**src/div_defs.svh**
```systemverilog
/*
 * width and iteration count macros for the divide unit
 */
`ifndef DIV_DEFS_SVH
`define DIV_DEFS_SVH

// ==============================
// datapath widths
// ==============================
`define DIV_XLEN  64  // full operand width
`define DIV_WLEN  32  // word operand width

// ==============================
// iteration control
// ==============================
// counter must hold XLEN itself, hence 7 bits
`define DIV_CNT_W 7

`endif

```
**src/div_pkg.sv**
```systemverilog
/*
 * divide unit types: one-hot operation encoding and FSM states
 */
`default_nettype none

package div_pkg;

  // ==============================
  // operation encoding
  // ==============================
  // one bit per M-extension divide op, zero marks a stored exception result
  typedef enum logic [7:0] {
    OP_EXC   = 8'b0000_0000,  // div by zero or overflow, value precomputed
    OP_DIV   = 8'b1000_0000,  // signed, 64
    OP_DIVU  = 8'b0100_0000,  // unsigned, 64
    OP_DIVUW = 8'b0010_0000,  // unsigned, 32
    OP_DIVW  = 8'b0001_0000,  // signed, 32
    OP_REM   = 8'b0000_1000,  // signed, 64
    OP_REMU  = 8'b0000_0100,  // unsigned, 64
    OP_REMUW = 8'b0000_0010,  // unsigned, 32
    OP_REMW  = 8'b0000_0001   // signed, 32
  } div_op_e;

  // ==============================
  // control FSM
  // ==============================
  typedef enum logic [1:0] {
    IDLE   = 2'b00,
    DO_DIV = 2'b01,
    FINISH = 2'b10
  } div_state_e;

endpackage

`default_nettype wire

```
**src/div_ifs.sv**
```systemverilog
/*
 * internal buses of the divide unit: operand start bundle
 * and registered result bundle
 */
`timescale 1ns/1ps
`default_nettype none
`include "div_defs.svh"

// prepared operands, combinational from the top-level inputs
interface div_start_if import div_pkg::*; ();
  logic [`DIV_XLEN-1:0]  dividend_mag;  // word ops packed into upper half
  logic [`DIV_XLEN-1:0]  divisor_mag;
  logic [`DIV_CNT_W-1:0] iter_cnt;      // 64 or 32
  logic                  q_neg;
  logic                  r_neg;
  div_op_e               op;
  logic                  exc;           // zero divisor or signed overflow
  logic [`DIV_XLEN-1:0]  exc_value;     // architectural result for exc

  modport src (output dividend_mag, divisor_mag, iter_cnt, q_neg, r_neg, op, exc, exc_value);
  modport dst (input  dividend_mag, divisor_mag, iter_cnt, q_neg, r_neg, op, exc, exc_value);
endinterface

// raw quotient and remainder out of the iteration registers
interface div_result_if import div_pkg::*; ();
  logic [`DIV_XLEN-1:0] quot;
  logic [`DIV_XLEN-1:0] rem;
  div_op_e              op;
  logic                 q_neg;
  logic                 r_neg;

  modport src (output quot, rem, op, q_neg, r_neg);
  modport dst (input  quot, rem, op, q_neg, r_neg);
endinterface

`default_nettype wire

```
**src/div_prep.sv**
```systemverilog
/*
 * operand preparation: magnitudes, word packing, sign flags
 * and divide-by-zero / overflow detection
 */
`timescale 1ns/1ps
`default_nettype none
`include "div_defs.svh"

module div_prep import div_pkg::*; (
  input  wire logic [`DIV_XLEN-1:0] dividend_i,
  input  wire logic [`DIV_XLEN-1:0] divisor_i,
  input  wire div_op_e              div_op_i,
  div_start_if.src                  start
);

  // two's complement magnitude of a signed value
  function automatic logic [`DIV_XLEN-1:0] abs_val(input logic [`DIV_XLEN-1:0] v);
    abs_val = v[`DIV_XLEN-1] ? (~v + 1'b1) : v;
  endfunction

  // ==============================
  // operation class
  // ==============================
  logic is_word;
  logic is_signed;
  logic is_rem;

  assign is_word   = (div_op_i == OP_DIVW) || (div_op_i == OP_DIVUW) ||
                     (div_op_i == OP_REMW) || (div_op_i == OP_REMUW);
  assign is_signed = (div_op_i == OP_DIV)  || (div_op_i == OP_DIVW) ||
                     (div_op_i == OP_REM)  || (div_op_i == OP_REMW);
  assign is_rem    = (div_op_i == OP_REM)  || (div_op_i == OP_REMU) ||
                     (div_op_i == OP_REMW) || (div_op_i == OP_REMUW);

  // ==============================
  // magnitudes
  // ==============================
  logic [`DIV_XLEN-1:0] dividend_sext;   // low word, sign extended
  logic [`DIV_XLEN-1:0] divisor_sext;
  logic [`DIV_XLEN-1:0] dividend_abs64;
  logic [`DIV_XLEN-1:0] divisor_abs64;
  logic [`DIV_XLEN-1:0] dividend_abs32;
  logic [`DIV_XLEN-1:0] divisor_abs32;
  logic [`DIV_WLEN-1:0] dividend_word;   // word magnitude or raw word
  logic [`DIV_WLEN-1:0] divisor_word;
  logic                 dividend_sign;
  logic                 divisor_sign;

  assign dividend_sext  = {{`DIV_WLEN{dividend_i[`DIV_WLEN-1]}}, dividend_i[`DIV_WLEN-1:0]};
  assign divisor_sext   = {{`DIV_WLEN{divisor_i[`DIV_WLEN-1]}}, divisor_i[`DIV_WLEN-1:0]};
  assign dividend_abs64 = abs_val(dividend_i);
  assign divisor_abs64  = abs_val(divisor_i);
  assign dividend_abs32 = abs_val(dividend_sext);  // -2^31 gives 2^31, fits in 32
  assign divisor_abs32  = abs_val(divisor_sext);

  assign dividend_word = is_signed ? dividend_abs32[`DIV_WLEN-1:0]
                                   : dividend_i[`DIV_WLEN-1:0];
  assign divisor_word  = is_signed ? divisor_abs32[`DIV_WLEN-1:0]
                                   : divisor_i[`DIV_WLEN-1:0];

  assign dividend_sign = is_word ? dividend_i[`DIV_WLEN-1] : dividend_i[`DIV_XLEN-1];
  assign divisor_sign  = is_word ? divisor_i[`DIV_WLEN-1]  : divisor_i[`DIV_XLEN-1];

  // word dividend sits in the upper half so 32 shifts bring it through
  always_comb begin
    if (is_word) begin
      start.dividend_mag = {dividend_word, {`DIV_WLEN{1'b0}}};
      start.divisor_mag  = {{`DIV_WLEN{1'b0}}, divisor_word};
      start.iter_cnt     = `DIV_CNT_W'(`DIV_WLEN);
    end else begin
      start.dividend_mag = is_signed ? dividend_abs64 : dividend_i;
      start.divisor_mag  = is_signed ? divisor_abs64  : divisor_i;
      start.iter_cnt     = `DIV_CNT_W'(`DIV_XLEN);
    end
  end

  assign start.q_neg = is_signed & (dividend_sign ^ divisor_sign);
  assign start.r_neg = is_signed & dividend_sign;  // remainder follows dividend
  assign start.op    = div_op_i;

  // ==============================
  // exceptions
  // ==============================
  logic div_zero;
  logic div_ovf;

  assign div_zero = is_word ? (divisor_i[`DIV_WLEN-1:0] == '0) : (divisor_i == '0);

  // most negative / -1
  assign div_ovf = is_signed & ~div_zero &
                   (is_word ? ((dividend_i[`DIV_WLEN-1:0] == {1'b1, {(`DIV_WLEN-1){1'b0}}}) &&
                               (&divisor_i[`DIV_WLEN-1:0]))
                            : ((dividend_i == {1'b1, {(`DIV_XLEN-1){1'b0}}}) &&
                               (&divisor_i)));

  assign start.exc = div_zero | div_ovf;

  always_comb begin
    if (div_zero) begin
      if (is_rem) start.exc_value = is_word ? dividend_sext : dividend_i;
      else        start.exc_value = '1;              // quotient all ones
    end else if (div_ovf) begin
      if (is_rem) start.exc_value = '0;
      else        start.exc_value = is_word ? dividend_sext : dividend_i;
    end else begin
      start.exc_value = '0;
    end
  end

endmodule

`default_nettype wire

```
**src/div_iter_core.sv**
```systemverilog
/*
 * control FSM and restoring shift-subtract iteration,
 * one quotient bit per cycle
 */
`timescale 1ns/1ps
`default_nettype none
`include "div_defs.svh"

module div_iter_core import div_pkg::*; (
  input  wire logic clk,
  input  wire logic rst_n,
  input  wire logic div_valid_i,
  input  wire logic result_ready_i,
  div_start_if.dst  start,
  div_result_if.src res,
  output logic      busy_o,
  output logic      result_ok_o
);

  // ==============================
  // state
  // ==============================
  div_state_e            state;
  div_state_e            next_state;
  logic [`DIV_CNT_W-1:0] cnt;          // steps still to run
  logic                  accept;

  logic [2*`DIV_XLEN-1:0] rq;          // remainder : quotient
  logic [`DIV_XLEN-1:0]   divisor_q;
  div_op_e                op_q;
  logic                   q_neg_q;
  logic                   r_neg_q;

  assign accept = (state == IDLE) && div_valid_i;

  always_comb begin
    next_state = state;
    case (state)
      IDLE: begin
        if (div_valid_i) next_state = start.exc ? FINISH : DO_DIV;
      end
      DO_DIV: begin
        if (cnt == `DIV_CNT_W'(1)) next_state = FINISH;  // last step this cycle
      end
      FINISH: begin
        if (result_ready_i) next_state = IDLE;
      end
      default: next_state = IDLE;
    endcase
  end

  always_ff @(posedge clk) begin
    if (rst_n) begin
      state <= IDLE;
      cnt   <= '0;
    end else begin
      state <= next_state;
      if (accept) begin
        cnt <= start.iter_cnt;
      end else if (state == DO_DIV) begin
        cnt <= cnt - 1'b1;
      end
    end
  end

  // ==============================
  // iteration datapath
  // ==============================
  // trial subtract on the partial remainder shifted by one
  logic [`DIV_XLEN:0] trial;

  assign trial = rq[2*`DIV_XLEN-1:`DIV_XLEN-1] - {1'b0, divisor_q};

  always_ff @(posedge clk) begin
    if (accept) begin
      if (start.exc) begin
        rq      <= {{`DIV_XLEN{1'b0}}, start.exc_value};  // parked in quotient half
        op_q    <= OP_EXC;
        q_neg_q <= 1'b0;
        r_neg_q <= 1'b0;
      end else begin
        rq      <= {{`DIV_XLEN{1'b0}}, start.dividend_mag};
        op_q    <= start.op;
        q_neg_q <= start.q_neg;
        r_neg_q <= start.r_neg;
      end
      divisor_q <= start.divisor_mag;
    end else if (state == DO_DIV) begin
      if (trial[`DIV_XLEN]) begin
        rq <= {rq[2*`DIV_XLEN-2:0], 1'b0};  // borrow, restore
      end else begin
        rq <= {trial[`DIV_XLEN-1:0], rq[`DIV_XLEN-2:0], 1'b1};
      end
    end
  end

  // ==============================
  // outputs
  // ==============================
  assign res.quot  = rq[`DIV_XLEN-1:0];
  assign res.rem   = rq[2*`DIV_XLEN-1:`DIV_XLEN];
  assign res.op    = op_q;
  assign res.q_neg = q_neg_q;
  assign res.r_neg = r_neg_q;

  assign busy_o      = (state == DO_DIV);
  assign result_ok_o = (state == FINISH);

endmodule

`default_nettype wire

```
**src/div_result_sel.sv**
```systemverilog
/*
 * result select: sign fix-up, quotient or remainder pick,
 * word sign extension
 */
`timescale 1ns/1ps
`default_nettype none
`include "div_defs.svh"

module div_result_sel import div_pkg::*; (
  div_result_if.dst                 res,
  output logic [`DIV_XLEN-1:0]      div_out_o
);

  logic [`DIV_XLEN-1:0] quot_fix;
  logic [`DIV_XLEN-1:0] rem_fix;

  // signs were stripped before iterating, put them back
  assign quot_fix = res.q_neg ? (~res.quot + 1'b1) : res.quot;
  assign rem_fix  = res.r_neg ? (~res.rem + 1'b1)  : res.rem;

  // ==============================
  // output mux
  // ==============================
  always_comb begin
    case (res.op)
      OP_DIV, OP_DIVU: begin
        div_out_o = quot_fix;
      end
      OP_REM, OP_REMU: begin
        div_out_o = rem_fix;
      end
      OP_DIVW, OP_DIVUW: begin
        // word quotient lands in bits 31:0
        div_out_o = {{`DIV_WLEN{quot_fix[`DIV_WLEN-1]}}, quot_fix[`DIV_WLEN-1:0]};
      end
      OP_REMW, OP_REMUW: begin
        // word remainder is rq bits 95:64
        div_out_o = {{`DIV_WLEN{rem_fix[`DIV_WLEN-1]}}, rem_fix[`DIV_WLEN-1:0]};
      end
      default: begin
        div_out_o = res.quot;  // OP_EXC, value already final
      end
    endcase
  end

endmodule

`default_nettype wire

```
**src/div_unit.sv**
```systemverilog
/*
 * integer divide unit top: preparation, iteration core, result select
 */
`timescale 1ns/1ps
`default_nettype none
`include "div_defs.svh"

module div_unit import div_pkg::*; (
  input  wire logic                 clk,
  input  wire logic                 rst_n,
  input  wire logic                 div_valid_i,     // start strobe
  input  wire logic [7:0]           div_op_i,        // one-hot op
  input  wire logic [`DIV_XLEN-1:0] dividend_i,
  input  wire logic [`DIV_XLEN-1:0] divisor_i,
  input  wire logic                 result_ready_i,  // consumer takes result
  output logic [`DIV_XLEN-1:0]      div_out_o,
  output logic                      busy_o,
  output logic                      result_ok_o
);

  div_start_if  start_bus ();
  div_result_if res_bus ();

  div_prep u_prep (
    .dividend_i (dividend_i),
    .divisor_i  (divisor_i),
    .div_op_i   (div_op_e'(div_op_i)),
    .start      (start_bus.src)
  );

  div_iter_core u_core (
    .clk            (clk),
    .rst_n          (rst_n),
    .div_valid_i    (div_valid_i),
    .result_ready_i (result_ready_i),
    .start          (start_bus.dst),
    .res            (res_bus.src),
    .busy_o         (busy_o),
    .result_ok_o    (result_ok_o)
  );

  div_result_sel u_sel (
    .res       (res_bus.dst),
    .div_out_o (div_out_o)
  );

endmodule

`default_nettype wire

```
**config.mk**
```make
export PLATFORM = sky130hd
export DESIGN_NAME = div_unit
export DESIGN_NICKNAME = d
export VERILOG_FILES = /design/src/div_pkg.sv /design/src/div_ifs.sv /design/src/div_prep.sv /design/src/div_iter_core.sv /design/src/div_result_sel.sv /design/src/div_unit.sv
export VERILOG_INCLUDE_DIRS = /design/src /design/src/src
export SDC_FILE = /design/constraint.sdc
export NUM_CORES = 1
export LEC_CHECK = 0
export ABC_CLOCK_PERIOD_IN_PS = 4150
export BUFFER_PORTS_ARGS = -buffer_cell sky130_fd_sc_hd__buf_2
export CELL_PAD_IN_SITES_DETAIL_PLACEMENT = 1
export CELL_PAD_IN_SITES_GLOBAL_PLACEMENT = 1
export CORE_MARGIN = 2
export CORE_UTILIZATION = 42
export CTS_CLUSTER_SIZE = 40
export DETAILED_ROUTE_END_ITERATION = 16
export GPL_TIMING_DRIVEN = 0
export PLACE_DENSITY = 0.79
export SYNTH_ARGS = -nofsm -noshare
export SYNTH_HDL_FRONTEND = slang
export SYNTH_HIERARCHICAL = 1
export SYNTH_SLANG_ARGS = --single-unit
export TNS_END_PERCENT = 100
```
**constraint.sdc**
```tcl
create_clock -name clk -period 4.15 [get_ports clk]
set_input_delay 1.0375 -clock clk [delete_from_list [all_inputs] [get_ports clk]]
set_output_delay 1.0375 -clock clk [all_outputs]
set_load 0.01 [all_outputs]
```
; Word-level counts from Yosys, hierarchy flattened
; Index checks and enable logic that the tools add are counted.
[word_totals]
output_inout_bits = 66
register_bits = 211
inputBits = 140
word_cells = 109
[classes]
mux = 34
n_bitwise = 13
n_addsub = 8
reduce_logical = 23
eq_ne = 23
[op_table]
columns = op, count
row1 = 64-bit two-way mux, 13
row2 = 128-bit two-way mux, 3
row3 = "64-bit by 1-bit adder with 64-bit output, second input constant", 4
row4 = 64-bit NOT, 4
row5 = 64-bit case mux with 4 select lines, 1
row6 = 32-bit two-way mux, 5
row7 = 65-bit by 64-bit subtractor with 65-bit output, 1
row8 = "32-bit by 1-bit adder with 32-bit output, second input constant", 2
row9 = "64-bit equality test, second input constant", 1
row10 = 64-bit logical NOT, 1
row11 = 32-bit NOT, 2
row12 = 64-bit AND reduction, 1
row13 = "32-bit equality test, second input constant", 1
row14 = 32-bit logical NOT, 1
row15 = 32-bit AND reduction, 1
row16 = 7-bit two-way mux, 3
row17 = "8-bit by 1-bit equality test with 1-bit output, second input constant", 2
row18 = "8-bit by 2-bit equality test with 1-bit output, second input constant", 2
row19 = "8-bit by 3-bit equality test with 1-bit output, second input constant", 2
row20 = "8-bit by 4-bit equality test with 1-bit output, second input constant", 2
row21 = "8-bit by 5-bit equality test with 1-bit output, second input constant", 2
row22 = "8-bit by 6-bit equality test with 1-bit output, second input constant", 2
row23 = "8-bit equality test, second input constant", 2
row24 = 1-bit logical OR, 9
row25 = 19 further kinds, 34

; Logic depth before layout (Yosys ltp)
; Gate-level depths: netlist of run 1.
[logic_depth]
word_depth = 12
ltp_mapped = 15
mapped_depth_nobuf = 13

; Hierarchy
; Netlist of run 1, hierarchy kept.
[modules_own_cells]
columns = mod, area_per_inst_um2, n_inst, seq_area_each_um2, cells_per_inst
row1 = div_iter_core, 13040.0, 1, 6246.0, 1293
row2 = div_prep, 5177.5, 1, 0.0, 881
row3 = div_result_sel, 4195.3, 1, 0.0, 690

; Worst setup path before layout of run 1
; OpenSTA, ideal clock, no wires.
[synth_path]
path_type = input-to-reg
start = input port divisor_i[21]
end = register u_core.rq[57] (data pin)
t_arrival_ns = 4.187
t_required_ns = 3.882
slack_ns = -0.305
path_buffers = 5
cell_stages = 13
setup_time_ns = 0.268
path_cell_list = or3_1 nor4_2 nand3_1 nor3_1 nor2b_1 buf_2 buf_2 a21o_1 clkbuf_1 clkbuf_1 buf_1 mux2i_1 o21ai_0
[synth_via]
word_cells_on_any_way = 16
classes_between = mux: 6 / bitwise: 4 / reduce/logical: 6
[synth_lines]
columns = element, line_no
row1 = "start, declared", div_unit.sv:14  ; input wire logic [`DIV_XLEN-1:0] divisor_i,
row2 = 64-bit logical NOT / 32-bit logical NOT (equally long branches), div_prep.sv:87  ; assign div_zero = is_word ? (divisor_i[`DIV_WLEN-1:0] == '0) : (divisor_i == '0);
row3 = 1-bit two-way mux, div_prep.sv:87
row4 = 1-bit NOT, div_prep.sv:90  ; assign div_ovf = is_signed & ~div_zero &
row5 = 1-bit bitwise AND (2 in series), div_prep.sv:90
row6 = 1-bit bitwise OR *, div_prep.sv:96  ; assign start.exc = div_zero | div_ovf;
row7 = via start_bus.exc, div_ifs.sv:17  ; logic exc;
row8 = 64-bit two-way mux *, div_iter_core.sv:76  ; if (start.exc) begin
row9 = 128-bit two-way mux *, div_iter_core.sv:75  ; if (accept) begin
row10 = "end signal, assigned", div_iter_core.sv:77  ; rq <= {{`DIV_XLEN{1'b0}}, start.exc_value};
row11 = "end signal, assigned", div_iter_core.sv:82  ; rq <= {{`DIV_XLEN{1'b0}}, start.dividend_mag};
row12 = "end signal, assigned", div_iter_core.sv:90  ; rq <= {rq[2*`DIV_XLEN-2:0], 1'b0};
row13 = "end, declared", div_iter_core.sv:28  ; logic [2*`DIV_XLEN-1:0] rq;
; Mark *: on every way through the listed nets, which the timed path passes. The rest lies on a longest branch.
; A chain may end at the register's enable or synchronous reset.

; Final worst setup path of run 1
[layout_path]
start = register u_core.rq[75]
end = output port div_out_o[40]
[layout_via]
elab_chain_cells = 4
[layout_lines]
columns = element, line_no
row1 = 64-bit NOT, div_result_sel.sv:19  ; assign rem_fix = res.r_neg ? (~res.rem + 1'b1) : res.rem;
row2 = 64-bit by 1-bit adder with 64-bit output, div_result_sel.sv:19
row3 = 64-bit two-way mux, div_result_sel.sv:19
row4 = 64-bit case mux with 4 select lines, div_result_sel.sv:25  ; case (res.op)
row5 = "end, declared", div_unit.sv:16  ; output logic [`DIV_XLEN-1:0] div_out_o,
; Every way passes these cells.

==> out/summary.txt, run 1 <==
Buffers on Ports: 191
Reg-to-Reg Start: u_core/rq[117]
setup_tns: -32360 ps
core area: 52700 um2
Post-synth ARST share: 0%
predominant post-synthesis flop cell: edfxtp_1
cell family with most CP delay: simple AND/OR/NAND/NOR gates
Distinct cells, synth: 95
H-tree depth: 1
R2R depth: 14
Rel. slew slack: -8.28%
die area: 55200 um2
clk buf depth: 3
NumNets Final: 3394
CP Buf/Inv Count: 1
Post-Syn Area per Cell: 7.83 um2
static leakage: 10.6 nW
skew final: 13.1 ps
post-synthesis cell count: 2864
antenna-violating nets left: 0
layout cells sized above 1: 21.3%
Max Cap Viol: 1
Ys Warns: 6
vias: 24800
Fmax achieved: 191 MHz
Remaining DRCs: 0
final setup fails: 48
status: finished with violations
Hold Path Class: flip-flop to flip-flop
Total GRT Usage: 36.6%
type of origin of the critical path: flip-flop
Die W: 235 um
first-pass GRT wire length: 156 mm
Routed Wire Length: 108 mm
final instance area: 27800 um2
TritonCTS clock tree: built
synthesis-to-finish area growth: 24.2%
number of I/O pins: 206
1st-iter DRT viols: 2616
TritonCTS Buffers: 23
hold bufs inserted after CTS: 0
Final period util: 126%
#FFs+latches synth: 211
GRT Residual Overflow: 0
final hold violation count: 0
drt first pass iters: 6
die height: 235 um
violated checks: capacitance limit, slew limit, setup timing
DR vias/cell: 6.40
row count: 84
Seq/Total Area, Yosys: 27.9%
clock sink count: 211
CP Class: flip-flop to output pin
end of the worst register-to-register path: u_core/rq[119]
power per cell area: 578 nW/um2
Post-synth EDFFs: 202
vias in the first global route: 24500
Routed WL per cell: 27.8 um
final setup margin: -1080 ps
Slew Limit Fails: 6
initial antenna violation count: 2
Antenna diodes: 0
critical path depth: 9
CTS clk-pin slew, worst paths: 70 ps
initial core utilization: 42.6%
Worst Tran Pin Value: 1610 ps
R2R setup slack: -20 ps
root buffer cell: clkbuf_16
Worst Setup End Kind: output pin
crit path to: div_out_o[40]
Crit Path Max Fanout: 7
detailed-placement wirelength estimate: 82.1 mm
GPL Wtd Cong: 0.984
RSZ-0062 raised after global routing: yes
Placement Cell Area: 24500 um2
Critical Path RT: 3110 ps
clk_lat worst skew: 550 ps
critical path, cell by cell: or4_4 > or4_4 > or3_1 > o31ai_2 > xnor2_1 > nand2_1 > a31oi_1 > o22a_1 > buf_2
largest net degree at the start of global routing: 46
Largest stage delay, worst path: 580 ps
most used cell, CP: or4_4
Worst Setup SP: u_core/rq[75]
worst vdd ir: 394 uV
Arr. time, crit path: 4190 ps
synthesized area: 22400 um2
worst-path cell with the longest stage delay: or4_4
Final min period: 5230 ps
## through the flow
step	hold WS [ps]	utilization, %	instances	power (W)	setup slack (ps)
final	558	52.9	3884	0.0161	-1080
after global routing	604	52.9	3884	0.0168	-998
after CTS	559	50.8	3843	0.0152	-933
after detailed placement	542	46.5	3752	0.0124	-1530
after global placement	528	46.3	3747	0.0121	-1590
after floorplan	494	-	2868	0.00957	-125
## cell families (layout without fill, tap and decap cells)
logic type                 count (synthesis)  after routing  share of synthesized area [%]
and+or+nand+nor                         1097           1097                           23.7
AOI/OAI and AO/OA                        773            773                           22.0
buffers and inverters                    305            633                           5.69
xor gates and xnor gates                 271            271                           10.6
DFF                                      211            211                           27.9
muxes                                    132            132                           5.92
adders and majority gates                 74             74                           4.16
other                                      1              5                         0.0167
## report_power, final
group          internal, W  switching [W]  leakage, nW
registers          0.00324        0.00115         2.07
clock network      0.00121       0.000943        0.352
logic              0.00380        0.00575         8.13
## synth_stat cells, types with 7 or more instances
| cell type | n | share of area [%] |
|---|---|---|
| nand3_1 | 45 | 1.0 |
| buf_2 | 14 | 0.31 |
| nor3_1 | 78 | 1.7 |
| or4_1 | 42 | 1.4 |
| buf_1 | 13 | 0.22 |
| inv_1 | 122 | 2.0 |
| nor4_1 | 40 | 1.1 |
| a21oi_1 | 222 | 5.0 |
| o211ai_1 | 26 | 0.87 |
| dfxtp_1 | 9 | 0.80 |
| nor3b_1 | 8 | 0.27 |
| nand2b_1 | 28 | 0.78 |
| xor2_1 | 128 | 5.0 |
| nand2_1 | 300 | 5.0 |
| edfxtp_1 | 202 | 27 |
| a21o_1 | 37 | 1.2 |
| mux2i_1 | 128 | 5.7 |
| o221ai_1 | 9 | 0.35 |
| o31ai_1 | 41 | 1.4 |
| a31oi_1 | 34 | 0.95 |
| o21ai_0 | 179 | 4.0 |
| buf_4 | 18 | 0.60 |
| or2_2 | 14 | 0.39 |
| o311ai_0 | 10 | 0.39 |
| or3_1 | 60 | 1.7 |
| and3_1 | 15 | 0.42 |
| o22ai_1 | 7 | 0.20 |
| and2_1 | 12 | 0.33 |
| a211oi_1 | 20 | 0.67 |
| o41ai_1 | 24 | 0.94 |
| clkbuf_1 | 130 | 2.2 |
| o21bai_1 | 17 | 0.57 |
| xnor2_1 | 143 | 5.6 |
| nand4_1 | 37 | 1.0 |
| o21ai_1 | 15 | 0.33 |
| nor2_1 | 348 | 5.8 |
| o21a_1 | 55 | 1.8 |
| nor2b_1 | 22 | 0.61 |
| nand3b_1 | 9 | 0.30 |
| ha_1 | 73 | 4.1 |
## worst register-to-register path: stages, from the launching register on
cell      delay (ps)
edfxtp_1         540
ha_1             350
clkbuf_1         360
nand4_1          360
nor2_2           370
nand3_1          180
or2_1            270
o221a_4          160
a41oi_4          250
xor2_2           170
buf_4            180
buf_6            180
buf_8            200
mux2i_1          260
nor2_1            90
## cells in the final DEF, fill, tap and decap left out, types with 18 or more instances in the layout
cell type  netlist  final
a21o_1          37     37
nor2b_1         22     21
or3_1           60     50
o21ai_0        179    155
buf_2           14    194
nor4_1          40     30
nor3_1          78     61
nor2_1         348    340
o21a_1          55     54
nand2_1        300    288
o31ai_1         41     26
xor2_1         128    123
nand4_1         37     37
ha_1            73     63
inv_1          122    121
mux2i_1        128    112
xnor2_1        143    130
o21ai_1         15     18
a31oi_1         34     30
clkbuf_1       130     99
nand2b_1        28     27
or4_1           42     32
o211ai_1        26     26
nand3_1         45     41
buf_6            6     28
buf_4           18    110
edfxtp_1       202    202
a21oi_1        222    205
clkbuf_16        0     24
## layout make-up
class,count,area [um2]
timing repair buffer,304,2010
tap,688,861
sequential,211,6250
multi-input combinational,2352,16600
clock buffer,30,602
clock inverter,11,140
inverter,124,473
buffer,164,901
fill,6418,24800
## layer usage
metal | track usage [%] | part of all wire, % | vias up
met4 | 15.6 | 4.8 | 2
met3 | 3.61 | 6.8 | 245
met5 | 0 | 0.012 | -
met1 | 49.2 | 42 | 12400
li1 | - | - | 11100
met2 | 59.8 | 46 | 1174
## how the worst min path moves through the flow
stage	start	endpoint	slack, ps	cells after the start
after floorplan	u_core/cnt[1]	u_core/cnt[1]	490	2
after global placement	u_core/cnt[1]	u_core/cnt[1]	530	2
after detailed placement	u_core/cnt[1]	u_core/cnt[1]	540	2
after CTS	u_core/cnt[1]	u_core/cnt[1]	560	2
after global routing	u_core/cnt[1]	u_core/cnt[1]	600	2
final	u_core/cnt[1]	u_core/cnt[1]	560	2
## flip-flops by register name, summed over array words and instances (netlist names)
signal,flops
u_core/cnt,7
u_core/divisor_q,64
u_core/res.op,8
u_core/res.q_neg,1
u_core/res.r_neg,1
u_core/rq,128
u_core/state,2
## timing repair
item | 4_1_cts | 5_1_grt
gates cloned | 2 | 0
buffers inserted | 54 | 53
resized for setup | 230 | 163
pin swaps | 61 | 59
setup endpoints to repair | 204 | 192
Power figures use the tool's default switching activity.
==> inputs of run 2 (changes only) <==
--- a/config.mk
+++ b/config.mk
@@ -16,6 +16,7 @@
 export DETAILED_ROUTE_END_ITERATION = 16
 export GPL_TIMING_DRIVEN = 0
 export PLACE_DENSITY = 0.79
+export SETUP_SLACK_MARGIN = 0.3
 export SYNTH_ARGS = -nofsm -noshare
 export SYNTH_HDL_FRONTEND = slang
 export SYNTH_HIERARCHICAL = 1
==> run 2 against run 1 <==
  * The flow finishes with violations (setup timing)
  * Clock power rose by 8%
  * Fmax down 1.5%
  * Hold slack gained 29 ps
  * Routed wire length grew 3.2%
  * Design area grew 5.1%
  * Final cell count grew 1.7%
  * Via count up 2.9%
  * Worst setup slack worse by 79 ps
  * Non-clock buffer count is 59 higher
  * First-iteration DRC count shrank 2.1%
==> out/summary.txt, run 2 (synthesis gave the netlist of run 1 again) <==
RSZ-0062 raised after global routing: yes (unchanged)
Crit Path Max Fanout: 7 (unchanged)
Routed WL per cell: 28.2 um (was 27.8 um)
violated checks: setup timing (was capacitance limit, slew limit, setup timing)
vias in the first global route: 24800 (was 24500)
CP Class: flip-flop to output pin (unchanged)
row count: 84 (unchanged)
root buffer cell: clkbuf_16 (unchanged)
Total GRT Usage: 37.1% (was 36.6%)
commonest non-fill, non-tap cells in the layout: nor2_1, nand2_1, edfxtp_1 (was nor2_1, nand2_1, a21oi_1)
largest register by flop count: u_core/rq (unchanged)
clock sink count: 211 (unchanged)
skew final: 43.8 ps (was 13.1 ps)
Slew Limit Fails: 0 (was 6)
Remaining DRCs: 0 (unchanged)
number of I/O pins: 206 (unchanged)
fin cells: 3949 (was 3884)
min-delay src: u_core/cnt[1] (unchanged)
Worst Setup End Kind: output pin (unchanged)
end of the worst register-to-register path: u_core/rq[98] (was u_core/rq[119])
R2R depth: 20 (was 14)
TritonCTS Buffers: 24 (was 23)
type of origin of the critical path: flip-flop (unchanged)
final setup margin: -1160 ps (was -1080 ps)
detailed-placement wirelength estimate: 80.1 mm (was 82.1 mm)
GRT Residual Overflow: 0 (unchanged)
Final min period: 5310 ps (was 5230 ps)
worst vdd ir: 347 uV (was 394 uV)
H-tree depth: 1 (unchanged)
CTS clk-pin slew, worst paths: 60 ps (was 70 ps)
NumNets Final: 3454 (was 3394)
Critical Path RT: 3110 ps (about the same)
antenna-violating nets left: 0 (unchanged)
Buffers on Ports: 191 (unchanged)
Arr. time, crit path: 4270 ps (was 4190 ps)
dpl cells: 3752 (unchanged)
layout cells sized above 1: 25.0% (was 21.3%)
clk buf depth: 3 (unchanged)
core area: 52700 um2 (unchanged)
number of flip-flops in the largest register: 128 (unchanged)
GPL Wtd Cong: 0.993 (was 0.984)
Final period util: 128% (was 126%)
initial antenna violation count: 6 (was 2)
first-pass GRT wire length: 159 mm (was 156 mm)
synthesis-to-finish area growth: 30.5% (was 24.2%)
Max Cap Viol: 0 (was 1)
setup_tns: -40900 ps (was -32360 ps)
final setup fails: 95 (was 48)
Hold Path Class: flip-flop to flip-flop (unchanged)
drt first pass iters: 8 (was 6)
commonest non-fill, non-tap cell in the layout: nor2_1 (unchanged)
clk_lat worst skew: 590 ps (was 550 ps)
hold depth: 2 (unchanged)
DR vias/cell: 6.47 (was 6.40)
die height: 235 um (unchanged)
R2R setup slack: -120 ps (was -20 ps)
Fmax achieved: 188 MHz (was 191 MHz)
TritonCTS clock tree: built (unchanged)
Die W: 235 um (unchanged)
1st-iter DRT viols: 2562 (was 2616)
Reg-to-Reg Start: u_core/rq[100] (was u_core/rq[117])
Rel. slew slack: 21.5% (was -8.28%)
hold-critical path endpoint: u_core/cnt[1] (unchanged)
Routed Wire Length: 111 mm (was 108 mm)
static leakage: 11.1 nW (was 10.6 nW)
final hold violation count: 0 (unchanged)
largest net degree at the start of global routing: 54 (was 46)
status: finished with violations (unchanged)
initial core utilization: 42.6% (unchanged)
vias: 25600 (was 24800)
Worst Tran Pin Value: 1170 ps (was 1610 ps)
power per cell area: 637 nW/um2 (was 578 nW/um2)
die area: 55200 um2 (unchanged)
worst hold margin: 587 ps (was 558 ps)
[run 2: stage by stage]
step | instance area (um2) | worst slack [ps] | total power [W] | utilization [%]
floorplan | 22600 | -101 | 0.00956 | -
global route | 29300 | -1140 | 0.0193 | 55.6
finish | 29300 | -1160 | 0.0186 | 55.6
CTS | 27700 | -951 | 0.0168 | 52.7
global placement | 24400 | -1200 | 0.0120 | 46.3
detailed placement | 24500 | -1100 | 0.0123 | 46.5
[run 2: worst max path at each step]
stage | from | to | slack, ps
CTS | u_core/rq[75] | div_out_o[52] | -950
finish | u_core/rq[75] | div_out_o[45] | -1160
floorplan | u_core/rq[15] | div_out_o[53] | -100
global route | u_core/rq[75] | div_out_o[43] | -1140
detailed placement | u_core/rq[15] | div_out_o[48] | -1100
global placement | div_valid_i | u_core/rq[106] | -1200
[run 2: what timing repair did]
| action | 4_1_cts | 5_1_grt |
|---|---|---|
| pin swaps | 70 | 58 |
| resized for setup | 355 | 236 |
| setup endpoints to repair | 205 | 197 |
| endpoints found under the hold margin | 0 | 0 |
| cloned | 7 | 4 |
| setup buffers | 92 | 47 |
| hold buffers | 0 | 0 |
[run 2: final cells by class]
cell class	instances	area (um2)
fillers	6255	23400
multi-input cells	2352	17100
flip-flops and latches	211	6250
repair buffers	346	2500
plain buffers	181	1220
well taps	688	861
clock buffers	26	629
inverters	124	469
clock inverters	18	205
diodes	3	7.51
[run 2: routing by layer]
layer	global-route usage [%]	up-vias	share of wire (%)
met1	48.3	12600	40
met2	61.0	1376	45
li1	-	11200	-
met3	4.84	392	7.8
met4	17.5	4	6.5
met5	0	-	0.026
[run 2: power by group]
| part | internal (W) | switching [W] | leakage, nW | total (W) |
|---|---|---|---|---|
| logic | 0.00521 | 0.00678 | 8.67 | 0.0120 |
| clock network | 0.00135 | 0.000993 | 0.405 | 0.00234 |
| registers | 0.00324 | 0.00107 | 2.07 | 0.00431 |
[run 2: critical path, cell delays in order (launching register included)]
cell	delay [ps]
edfxtp_1	480
or4_4	590
or4_4	460
buf_8	160
o41ai_4	380
mux2i_2	360
nor4_4	100
buf_6	160
nand2_8	130
buf_4	150
a211oi_2	40
nor3_2	480
buf_2	220
